File: src/design/ptg_consts.svh
`ifndef PTG_CONSTS_SVH
`define PTG_CONSTS_SVH

// width of the period and high-time fields
`define PTG_PERIOD_W 8

// width of the pulse count field
`define PTG_COUNT_W 8

// cycles per period allowed before the timer must reach zero,
// scaled by 256 in the controller check
`define PTG_ACK_TIMEOUT 2

`endif

File: src/design/ptg_pkg.sv
`include "ptg_consts.svh"

package ptg_pkg;

    // period P, high time H or the live timer value
    typedef logic [`PTG_PERIOD_W-1:0] period_t;

    // pulse count N or the pulse counter value
    typedef logic [`PTG_COUNT_W-1:0] count_t;

    // controller states
    // idle waits for req, load captures the config for one cycle,
    // run generates the train, ack holds until req drops
    typedef enum logic [1:0] {
        IDLE = 2'd0,
        LOAD = 2'd1,
        RUN  = 2'd2,
        ACK  = 2'd3
    } ptg_state_e;

endpackage

File: src/design/ptg_ctrl_if.sv
`timescale 1ns/1ps

interface ptg_ctrl_if;
    import ptg_pkg::*;

    // controller strobes
    logic    cap;
    logic    tmr_load;
    logic    tmr_en;
    logic    cnt_clr;
    logic    cnt_en;
    logic    run;

    // counter values
    period_t tmr_q;
    count_t  cnt_q;

    // values derived from the captured config
    period_t reload;
    count_t  last;

    // controller side
    modport ctrl (
        output cap, tmr_load, tmr_en, cnt_clr, cnt_en, run,
        input  tmr_q, cnt_q, last
    );

    // config and waveform side
    modport wave (
        input  cap, run, tmr_q,
        output reload, last
    );

    // the two counters as wired at the top level
    modport cnt (
        input  tmr_load, tmr_en, reload, cnt_clr, cnt_en,
        output tmr_q, cnt_q
    );

endinterface

File: src/design/counter.sv
`timescale 1ns/1ps

module counter #(
    parameter int unsigned WIDTH          = 4,
    parameter bit          LATCH_OVERFLOW = 1'b0
) (
    input  logic             clk_i,
    input  logic             rst_ni,
    // synchronous clear has the highest priority
    input  logic             clear_i,
    input  logic             en_i,
    // load d_i wins over enable
    input  logic             load_i,
    // count down when set, up otherwise
    input  logic             down_i,
    input  logic [WIDTH-1:0] d_i,
    output logic [WIDTH-1:0] q_o,
    output logic             overflow_o
);

    // one extra bit on top catches the carry or borrow
    logic [WIDTH:0] cnt_q;
    logic [WIDTH:0] cnt_d;

    always_comb begin
        cnt_d = cnt_q;
        if (clear_i) begin
            cnt_d = '0;
        end else if (load_i) begin
            cnt_d = {1'b0, d_i};
        end else if (en_i) begin
            if (down_i) begin
                cnt_d = cnt_q - 1'b1;
            end else begin
                cnt_d = cnt_q + 1'b1;
            end
        end
    end

    always_ff @(posedge clk_i or negedge rst_ni) begin
        if (!rst_ni) begin
            cnt_q <= '0;
        end else begin
            cnt_q <= cnt_d;
        end
    end

    assign q_o = cnt_q[WIDTH-1:0];

    if (LATCH_OVERFLOW) begin : gen_sticky_ovf
        logic ovf_q;

        // set on the wrapping step and held until clear or load
        always_ff @(posedge clk_i or negedge rst_ni) begin
            if (!rst_ni) begin
                ovf_q <= 1'b0;
            end else if (clear_i || load_i) begin
                ovf_q <= 1'b0;
            end else if (en_i && !ovf_q) begin
                if (down_i) begin
                    ovf_q <= (cnt_q[WIDTH-1:0] == '0);
                end else begin
                    ovf_q <= (cnt_q[WIDTH-1:0] == '1);
                end
            end
        end

        assign overflow_o = ovf_q;
    end else begin : gen_msb_ovf
        // carry/borrow bit straight out
        assign overflow_o = cnt_q[WIDTH];
    end

endmodule

File: src/design/ptg_ctrl.sv
`timescale 1ns/1ps
`include "ptg_consts.svh"

module ptg_ctrl (
    input  logic       clk_i,
    input  logic       rst_ni,
    input  logic       req_i,
    output logic       ack_o,
    output logic       busy_o,
    ptg_ctrl_if.ctrl   bus
);
    import ptg_pkg::*;

    // longest wait for a timer zero while running
    localparam int unsigned TMO_CYCLES = `PTG_ACK_TIMEOUT * 256;
    localparam int unsigned TMO_W      = $clog2(TMO_CYCLES + 1);

    ptg_state_e state_q;
    ptg_state_e state_d;

    logic tmr_zero;
    logic last_period;

    // cycles since the last timer zero in run
    logic [TMO_W-1:0] wait_q;

    assign tmr_zero    = (bus.tmr_q == '0);
    // period that ends now is the N-th one
    assign last_period = (bus.cnt_q == bus.last);

    always_comb begin
        state_d      = state_q;
        bus.cap      = 1'b0;
        bus.tmr_load = 1'b0;
        bus.tmr_en   = 1'b0;
        bus.cnt_clr  = 1'b0;
        bus.cnt_en   = 1'b0;
        case (state_q)
            IDLE: begin
                if (req_i) begin
                    state_d = LOAD;
                end
            end
            LOAD: begin
                // capture config, timer gets P-1, pulse count restarts
                bus.cap      = 1'b1;
                bus.tmr_load = 1'b1;
                bus.cnt_clr  = 1'b1;
                state_d      = RUN;
            end
            RUN: begin
                if (tmr_zero) begin
                    // one full period done
                    bus.cnt_en = 1'b1;
                    if (last_period) begin
                        state_d = ACK;
                    end else begin
                        bus.tmr_load = 1'b1;
                    end
                end else begin
                    bus.tmr_en = 1'b1;
                end
            end
            ACK: begin
                // host drops req to finish the handshake
                if (!req_i) begin
                    state_d = IDLE;
                end
            end
            default: begin
                state_d = IDLE;
            end
        endcase
    end

    always_ff @(posedge clk_i or negedge rst_ni) begin
        if (!rst_ni) begin
            state_q <= IDLE;
        end else begin
            state_q <= state_d;
        end
    end

    assign bus.run = (state_q == RUN);
    assign ack_o   = (state_q == ACK);
    assign busy_o  = (state_q == LOAD) || (state_q == RUN);

    // saturating count that restarts at every zero and outside run
    always_ff @(posedge clk_i or negedge rst_ni) begin
        if (!rst_ni) begin
            wait_q <= '0;
        end else if (!bus.run || tmr_zero) begin
            wait_q <= '0;
        end else if (wait_q != TMO_W'(TMO_CYCLES)) begin
            wait_q <= wait_q + 1'b1;
        end
    end

    // ack only answers a pending request
    a_ack_needs_req: assert property (
        @(posedge clk_i) disable iff (!rst_ni)
        $rose(ack_o) |-> req_i
    ) else $error("ack raised without a pending request");

    // timer must keep hitting zero while the train runs
    a_period_ends: assert property (
        @(posedge clk_i) disable iff (!rst_ni)
        bus.run |-> (wait_q < TMO_W'(TMO_CYCLES))
    ) else $error("period timer stuck, no zero within timeout");

endmodule

File: src/design/ptg_top.sv
`timescale 1ns/1ps
`include "ptg_consts.svh"

module ptg_top (
    input  logic             clk_i,
    input  logic             rst_ni,
    input  logic             req_i,
    output logic             ack_o,
    input  ptg_pkg::period_t period_i,
    input  ptg_pkg::period_t high_i,
    input  ptg_pkg::count_t  count_i,
    output logic             pulse_o,
    output logic             busy_o
);

    // counting directions
    localparam logic TMR_DOWN = 1'b1;
    localparam logic CNT_DOWN = 1'b0;

    logic tmr_ovf;
    logic cnt_ovf;

    ptg_ctrl_if ctrl_if ();

    ptg_ctrl u_ctrl (
        .clk_i  (clk_i),
        .rst_ni (rst_ni),
        .req_i  (req_i),
        .ack_o  (ack_o),
        .busy_o (busy_o),
        .bus    (ctrl_if.ctrl)
    );

    ptg_wave u_wave (
        .clk_i    (clk_i),
        .rst_ni   (rst_ni),
        .period_i (period_i),
        .high_i   (high_i),
        .count_i  (count_i),
        .pulse_o  (pulse_o),
        .bus      (ctrl_if.wave)
    );

    // period timer reloaded with P-1 and run down to zero
    counter #(
        .WIDTH          (`PTG_PERIOD_W),
        .LATCH_OVERFLOW (1'b0)
    ) u_timer (
        .clk_i      (clk_i),
        .rst_ni     (rst_ni),
        .clear_i    (1'b0),
        .en_i       (ctrl_if.tmr_en),
        .load_i     (ctrl_if.tmr_load),
        .down_i     (TMR_DOWN),
        .d_i        (ctrl_if.reload),
        .q_o        (ctrl_if.tmr_q),
        .overflow_o (tmr_ovf)
    );

    // completed periods in the current train
    counter #(
        .WIDTH          (`PTG_COUNT_W),
        .LATCH_OVERFLOW (1'b1)
    ) u_pulses (
        .clk_i      (clk_i),
        .rst_ni     (rst_ni),
        .clear_i    (ctrl_if.cnt_clr),
        .en_i       (ctrl_if.cnt_en),
        .load_i     (1'b0),
        .down_i     (CNT_DOWN),
        .d_i        ('0),
        .q_o        (ctrl_if.cnt_q),
        .overflow_o (cnt_ovf)
    );

    // timer never borrows past zero and pulse count never wraps
    a_no_wrap: assert property (
        @(posedge clk_i) disable iff (!rst_ni)
        !(tmr_ovf || cnt_ovf)
    ) else $error("counter wrap, timer=%0b pulses=%0b", tmr_ovf, cnt_ovf);

endmodule

File: src/design/ptg_wave.sv
`timescale 1ns/1ps

module ptg_wave (
    input  logic            clk_i,
    input  logic            rst_ni,
    input  ptg_pkg::period_t period_i,
    input  ptg_pkg::period_t high_i,
    input  ptg_pkg::count_t  count_i,
    output logic            pulse_o,
    ptg_ctrl_if.wave        bus
);
    import ptg_pkg::*;

    // captured config turned into compare values
    period_t reload_q;
    period_t thresh_q;
    count_t  last_q;

    logic pulse_q;

    always_ff @(posedge clk_i or negedge rst_ni) begin
        if (!rst_ni) begin
            reload_q <= '0;
            thresh_q <= '0;
            last_q   <= '0;
        end else if (bus.cap) begin
            reload_q <= period_t'(period_i - 1'b1);
            thresh_q <= period_t'(period_i - high_i);
            last_q   <= count_t'(count_i - 1'b1);
        end
    end

    // timer loads in the same cycle as the capture, so bypass then
    assign bus.reload = bus.cap ? period_t'(period_i - 1'b1) : reload_q;
    assign bus.last   = last_q;

    // high for the top H timer values which are the first H cycles of a period
    always_ff @(posedge clk_i or negedge rst_ni) begin
        if (!rst_ni) begin
            pulse_q <= 1'b0;
        end else begin
            pulse_q <= bus.run && (bus.tmr_q >= thresh_q);
        end
    end

    assign pulse_o = pulse_q;

    // legal config has 1 <= H < P, P >= 2 and N >= 1
    a_cfg_legal: assert property (
        @(posedge clk_i) disable iff (!rst_ni)
        bus.cap |-> (high_i < period_i) && (period_i > 1) &&
                    (high_i != '0) && (count_i != '0)
    ) else $error("illegal train config P=%0d H=%0d N=%0d", period_i, high_i, count_i);

endmodule

File: config.mk
export PLATFORM = sky130hd
export DESIGN_NAME = ptg_top
export DESIGN_NICKNAME = d
export VERILOG_FILES = /design/src/design/ptg_pkg.sv /design/src/design/ptg_ctrl_if.sv /design/src/design/counter.sv /design/src/design/ptg_ctrl.sv /design/src/design/ptg_top.sv /design/src/design/ptg_wave.sv
export VERILOG_INCLUDE_DIRS = /design/src /design/src/design
export SDC_FILE = /design/constraint.sdc
export NUM_CORES = 1
export LEC_CHECK = 0
export BUFFER_PORTS_ARGS = -buffer_cell sky130_fd_sc_hd__buf_2
export CORE_MARGIN = 2
export CORE_UTILIZATION = 45
export DETAILED_ROUTE_END_ITERATION = 7
export PLACE_DENSITY = 0.69
export SYNTH_ARGS = -nofsm -noshare
export SYNTH_HDL_FRONTEND = slang
export SYNTH_SLANG_ARGS = --single-unit
File: constraint.sdc
create_clock -name clk_i -period 2.15 [get_ports clk_i]
set_clock_uncertainty 0.1 [all_clocks]
set_input_delay 0.1075 -clock clk_i [delete_from_list [all_inputs] [get_ports clk_i]]
set_output_delay 0.1075 -clock clk_i [all_outputs]
set_load 0.1 [all_outputs]
==> qor.txt, run 1 <==
Largest net degree at the start of global routing = 26
Slew headroom = 0.6244
Core Area = 5921 µm²
Avg Inst Size Synth = 9.348 µm²
Gate Count Post-Synth = 295
Crit. End Element = flip-flop
Power Density = 1194 nW/µm²
Mapped Area = 2758 µm²
Drt drc = 0
Grt total ovfl = 0
Total wire length = 5955 µm
Startpoint Class = flip-flop
Status = completed
Clock-pin slew on the worst setup and hold paths = 0.09 ns
Clk Latency, worst-skew pair = 0.31 ns
Critical path peak fanout = 2
Multi-input logic area = 1603 µm²
DIE HEIGHT = 82.28 µm
Global-route wire length before repair = 9942 µm
Initial antenna violation count = 0
Adder-Cell Fraction of Synth Area = 0.1162
Layout fillers = 547
CTS tree = yes
Post-route cell area = 3362 µm²
Compound-Gate Fraction of Synth Area = 0.1184
Most frequent cells in the layout = dfrtp_1, nor2_1, buf_2, buf_4, inv_1
DR WL/cell = 13.82 µm
Num CTS Buffers = 5
Antenna Cells = 0
Pre-CTS WS = -0.03875 ns
EDFF count, synth = 0
Post-synthesis xor/xnor area fraction = 0.09528
Area grow syn2layout = 21.91%
Area of the die = 6770 µm²
Syn_nets = 347
CTS max path bufs = 2
Mux contribution to synthesized area = 0.05808
Io pins = 30
Yosys cell types = 46
Die width = 82.28 µm
Via Count = 2255
CP required = 2.24 ns
Register area share after synthesis = 0.3902
Hold/Removal Path Class = in2reg
Max_cap viols = 0
Post-route setup TNS = 0 ns
Synth top area share = 0.3902
Initial cell density of the core = 0.4658
Share of layout cells above drive strength 1 = 0.2556
GRT Total Usage = 0.1926
Num rows = 28
Tightest Pin Transition = 0.5584 ns
Critical path class = reg2reg
Via density = 5.232
Shortest period the worst path allows = 2.109 ns
Final ANT Viol Nets = 0
Ranking of synthesized cells by area = dfrtp_1, ha_1, xor2_1, mux2_2, xnor2_1
Slew Limit Fails = 0
Synth Warn # = 0
Maximum vdd drop = 0.0009733 V
Leakage power = 0.001581 µW
F_max = 474.1 MHz
Crit path arrival time = 2.20 ns
Endpoints failing setup = 0
RSZ-0062 raised after global routing = yes
GPL Wtd Cong = 0.8736
Register Area = 1076 µm²
Non-filler instance count after layout = 431
Main combinational cell family by area after synthesis = simple AND/OR/NAND/NOR gates
Main synth FF type = dfrtp_1
Dpl cells = 417
Commonest non-fill, non-tap cell in the layout = dfrtp_1
Clock Sinks = 43
Clock Root Buffer = clkbuf_8
PortBufs = 29
Flops & latches, synth = 43
Fin crit share = 0.9810
HPWL after DPL = 4540 µm
H-tree Lvls = 2
Final hold violation count = 0
DP Area = 3179 µm²
Initial DRC Count = 94
Cell accounting for the most synthesized area = dfrtp_1
Simple-gate area share of the yosys netlist = 0.1742
Final worst slack = 0.04081 ns
FFs w/ async S/R, synth = 1.000
Pre-antenna DRT Iters = 4
Nets = 407
Number of global-route vias before repair = 2226
## final timing paths
kind                                     from            endpoint  slack, ns  cells past startpoint
hold reg to reg            u_wave.thresh_q[3]  u_wave.thresh_q[3]       0.39                      2
hold / removal                     count_i[4]  u_wave.bus.last[4]      0.007                      3
setup reg to reg             u_timer.cnt_q[0]   u_ctrl.state_q[1]       0.04                      7
max in group asynchronous              rst_ni  u_wave.reload_q[7]       1.43                      3
setup / recovery             u_timer.cnt_q[0]   u_ctrl.state_q[1]       0.04                      7
min in group asynchronous              rst_ni    u_timer.cnt_q[0]       0.04                      2
## cells in the mapped netlist, drive strengths merged, types with 2 or more instances
cell	n
a211oi	5
a21o	4
a21oi	19
buf	3
clkbuf	5
dfrtp	43
ha	24
inv	27
mux2	13
nand2	20
nand2b	3
nand3	5
nand3b	2
nand4	3
nor2	31
nor2b	3
nor3	11
nor4	6
nor4b	2
o21ai	12
o311ai	2
or3	3
xnor2	13
xor2	17
## power breakdown
part | total (µW) | internal [µW] | switching (µW) | leakage [µW]
clock | 516 | 227 | 289 | 0.0000412
sequential | 1330 | 1140 | 193 | 0.000509
combinational | 2170 | 961 | 1210 | 0.00103
## timing repair
item	CTS	global route
endpoints found under the hold margin	44	0
pin swaps	4	6
gates resized for setup	4	6
endpoints found under the setup margin	1	14
buffers inserted	3	1
gates cloned	0	0
hold buffers	2	0
## stage by stage
stage / hold slack (ns) / total power, µW / util
after floorplan: -0.2881 / 2788 / -
after global placement: -0.1831 / 3371 / 0.5370
after detailed placement: -0.1853 / 3450 / 0.5370
after CTS: 0.001571 / 4020 / 0.5615
after global routing: 0.007510 / 4355 / 0.5678
final: 0.007484 / 4015 / 0.5678
## registers in the layout, summed over array words and instances (netlist names)
register	count
u_ctrl.state_q	2
u_pulses.cnt_q	8
u_timer.cnt_q	8
u_wave.bus.last	8
u_wave.pulse_o	1
u_wave.reload_q	8
u_wave.thresh_q	8
## layout make-up
cell class,instances,share of cell area
clock inverter,2,0.003722
tap,75,0.02791
clock buffer,6,0.02159
multi-input combinational,217,0.4767
timing repair buffer,61,0.1198
inverter,27,0.03015
sequential,43,0.3201
## per-layer routing
metal,part of all wire,GRT usage
met5,0,0
met4,0.013,0.05333
met3,0.031,0.04022
met2,0.50,0.3363
met1,0.46,0.2398
## critical path, cell delays in order, from the launching register on
cell	delay, ns
dfrtp_1	0.40
inv_2	0.08
ha_4	0.13
or4b_4	0.48
nor2_4	0.11
nand3_2	0.06
a221o_1	0.33
mux2_4	0.30
## logic make-up (layout without fill, tap and decap cells)
kind of cell / count (synthesis) / in the layout
flip-flops: 43 / 43
XOR/XNOR: 30 / 30
multiplexers: 14 / 14
AND/OR/NAND/NOR: 96 / 96
adder cells (fa/ha/maj): 25 / 25
AO/OA/AOI/OAI: 52 / 52
buffers and inverters: 35 / 96
(Power assumes the default switching activity.)
==> run 2, diff against run 1 <==
- ABC_AREA: default -> 1
==> run 2 against run 1 <==
- routed wire length increased by 5.0%
- largest cell class unchanged
- critical path type unchanged
- synthesized cell count rose by 35%
- non-clock buffer count fell by 24
- register-to-register slack improved by 0.12 ns
- worst hold slack better by 0.015 ns
- die area grew 7.2%
- setup slack improved by 0.12 ns
==> qor.txt, run 2 <==
Status = completed
Synth Warn # = 0 (unchanged)
Register area share after synthesis = 0.3629 (-0.02733)
Ranking of synthesized cells by area = dfrtp_1, nand2_1, ha_1, inv_1, nand3_1
GPL Wtd Cong = 0.8751 (+0.17%)
HPWL after DPL = 4783 µm (+5.3%)
CTS max path bufs = 2 (unchanged)
Commonest non-fill, non-tap cell in the layout = nand2_1
Grt total ovfl = 0 (unchanged)
EDFF count, synth = 0 (unchanged)
Gate Count Post-Synth = 398 (+35%)
Dpl cells = 499 (+20%)
Layout fillers = 601 (+9.9%)
Main synth FF type = dfrtp_1
Hold/Removal Path Class = in2reg
Simple-gate area share of the yosys netlist = 0.2755 (+0.1013)
Adder-Cell Fraction of Synth Area = 0.1080 (-0.008136)
Clock Sinks = 43 (unchanged)
Antenna Cells = 0 (unchanged)
Cell accounting for the most synthesized area = dfrtp_1
Final hold violation count = 0 (unchanged)
Post-route cell area = 3379 µm² (+0.52%)
Clk Latency, worst-skew pair = 0.30 ns (about the same)
Synth top area share = 0.3629 (-0.02733)
Area grow syn2layout = 13.97%
R2R depth = 11 (+4)
Shortest period the worst path allows = 1.987 ns (-0.1222 ns)
Area of the die = 7255 µm² (+7.2%)
RR Startpoint = u_timer.cnt_q[0]
Fin crit share = 0.9242 (-0.05684)
Max stage delay on crit path = 0.38 ns (-0.10 ns)
R2R Setup Slk = 0.16 ns (+0.12 ns)
Die width = 85.18 µm (+3.5%)
DP Area = 3193 µm² (+0.43%)
RSZ-0062 raised after global routing = no
Clock-pin slew on the worst setup and hold paths = 0.09 ns (about the same)
Yosys cell types = 36 (-22%)
Compound-Gate Fraction of Synth Area = 0.1021 (-0.01631)
Worst path slowest cell = dfrtp_1
Post-synthesis xor/xnor area fraction = 0.04430 (-0.05098)
Largest net degree at the start of global routing = 27 (+3.8%)
Initial DRC Count = 128 (+36%)
CTS tree = yes
Power Density = 1281 nW/µm² (+7.3%)
Syn_nets = 450 (+30%)
Max_cap viols = 0 (unchanged)
Initial antenna violation count = 0 (unchanged)
Crit path to = u_timer.cnt_q[2]
Mapped Area = 2965 µm² (+7.5%)
Leakage power = 0.001754 µW (+11%)
Endpoints failing setup = 0 (unchanged)
Post-CTS setup buffers = 0 (-3)
Core Area = 6350 µm² (+7.2%)
H-tree Lvls = 2 (unchanged)
Slew Limit Fails = 0 (unchanged)
Global-route wire length before repair = 11150 µm (+12%)
CP required = 2.25 ns (about the same)
Post-route setup TNS = 0 ns (unchanged)
Num rows = 29 (+3.6%)
Pre-CTS WS = 0.1812 ns (+0.2200 ns)
Mux contribution to synthesized area = 0.003376 (-0.05470)
Share of layout cells above drive strength 1 = 0.1333 (-0.1223)
F_max = 503.3 MHz (+6.2%)
Avg Inst Size Synth = 7.451 µm² (-20%)
Tightest Pin Transition = 0.5262 ns (-0.03218 ns)
Initial cell density of the core = 0.4670 (+0.001230)
Startpoint Class = flip-flop
Flops & latches, synth = 43 (unchanged)
Critical path peak fanout = 12 (+10)
GRT Total Usage = 0.1910 (-0.001524)
Nets = 486 (+19%)
PortBufs = 29 (unchanged)
DR WL/cell = 12.21 µm (-12%)
Clock Root Buffer = clkbuf_8
Num CTS Buffers = 5 (unchanged)
Critical path class = reg2reg
Worst setup path startpoint = u_timer.cnt_q[0]
Cell Chain, Critical Path = inv_1 -> ha_1 -> inv_1 -> nor2_2 -> nand3_4 -> a21oi_4 -> nand2_2 -> inv_1 -> nand2_1 -> nand2_1 -> inv_1
Drt drc = 0 (unchanged)
Final worst slack = 0.1630 ns (+0.1222 ns)
Maximum vdd drop = 0.001276 V (+31%)
Top post-synthesis cells by count = nand2_1, inv_1, dfrtp_1
Most frequent cell after synthesis = nand2_1
Number of global-route vias before repair = 2447 (+9.9%)
Final ANT Viol Nets = 0 (unchanged)
Crit path arrival time = 2.09 ns (-0.11 ns)
Via Count = 2557 (+13%)
CP dominant cell by count = inv_1
Via density = 4.994 (-4.5%)
Pre-antenna DRT Iters = 4 (unchanged)
DIE HEIGHT = 85.18 µm (+3.5%)
Crit. End Element = flip-flop
FFs w/ async S/R, synth = 1.000 (unchanged)
Total wire length = 6254 µm (+5.0%)
Non-filler instance count after layout = 512 (+19%)
Main combinational cell family by area after synthesis = simple AND/OR/NAND/NOR gates
Most frequent cells in the layout = nand2_1, inv_1, dfrtp_1, nand3_1, buf_2
Slew headroom = 0.6492 (+0.02479)
RR Endpoint = u_timer.cnt_q[2]
Io pins = 30 (unchanged)
[run 2: cell count changes after synthesis, sizes merged, moves of 6 or more]
cell   delta
nand2    +79
inv      +40
nand3    +35
o21ai    +18
mux2     -13
xor2      -9
a21oi     -6
nor3      -6
nor4      -6
xnor2     -6
[run 2: report_power, final]
group / internal (µW) / switching, µW / total, µW
clock network: 463 / 303 / 766
registers: 1140 / 227 / 1370
logic: 737 / 1450 / 2190
[run 2: logic make-up (layout without fill, tap and decap cells)]
| group | count (synthesis) | count (layout) |
|---|---|---|
| muxes | 1 | 1 |
| AOI/OAI and AO/OA | 54 | 54 |
| DFF | 43 | 43 |
| adders and majority gates | 25 | 25 |
| xor gates and xnor gates | 15 | 15 |
| and+or+nand+nor | 184 | 184 |
| buffers and inverters | 76 | 113 |
[run 2: what timing repair did]
action / 4_1_cts / 5_1_grt
hold buffers: 5 / 0
resized for setup: 0 / 1
endpoints found under the setup margin: 0 / 1
endpoints found under the hold margin: 24 / 0
[run 2: stage by stage]
step	total power, µW	utilization	hold slack [ns]
floorplan	3098	-	-0.2881
global placement	3516	0.5029	0.02469
detailed placement	3566	0.5029	0.02532
CTS	4357	0.5322	0.01461
global route	4762	0.5322	0.03750
finish	4329	0.5322	0.02226
[run 2: worst max-delay path: cells and delay by family, from the launching register on]
family,cells,cell delay [ns]
AND/OR/NAND/NOR,5,0.59
flip-flops,1,0.38
AO/OA/AOI/OAI,1,0.20
buffers and inverters,4,0.41
adder cells (fa/ha/maj),1,0.20
[run 2: per-layer routing]
| metal | vias to the layer above | part of all wire | track usage |
|---|---|---|---|
| met2 | 50 | 0.45 | 0.3018 |
| met4 | 0 | 0.011 | 0.05772 |
| met1 | 1168 | 0.51 | 0.2733 |
| li1 | 1335 | - | - |
| met3 | 4 | 0.036 | 0.02626 |
| met5 | - | 0 | 0 |
[run 2: area by class of cell]
type | count | area (µm²) | share of cell area
Timing Repair Buffer | 37 | 230.2 | 0.06812
Clock inverter | 3 | 67.56 | 0.01999
Clock buffer | 5 | 68.82 | 0.02036
Tap cell | 77 | 96.34 | 0.02851
Multi-Input combinational cell | 279 | 1584 | 0.4687
Sequential cell | 43 | 1076 | 0.3184
Inverter | 68 | 256.5 | 0.07590
[run 2: how the worst min path moves through the flow]
stage	startpoint	end	slack [ns]	depth (start not counted)
after floorplan	rst_ni	u_ctrl.state_q[0]	-0.29	0
final	count_i[6]	u_wave.bus.last[6]	0.02	3
after global placement	rst_ni	u_wave.thresh_q[6]	0.02	1
after CTS	count_i[2]	u_wave.bus.last[2]	0.01	4
after detailed placement	rst_ni	u_timer.cnt_q[7]	0.03	1
after global routing	period_i[4]	u_wave.reload_q[4]	0.04	3
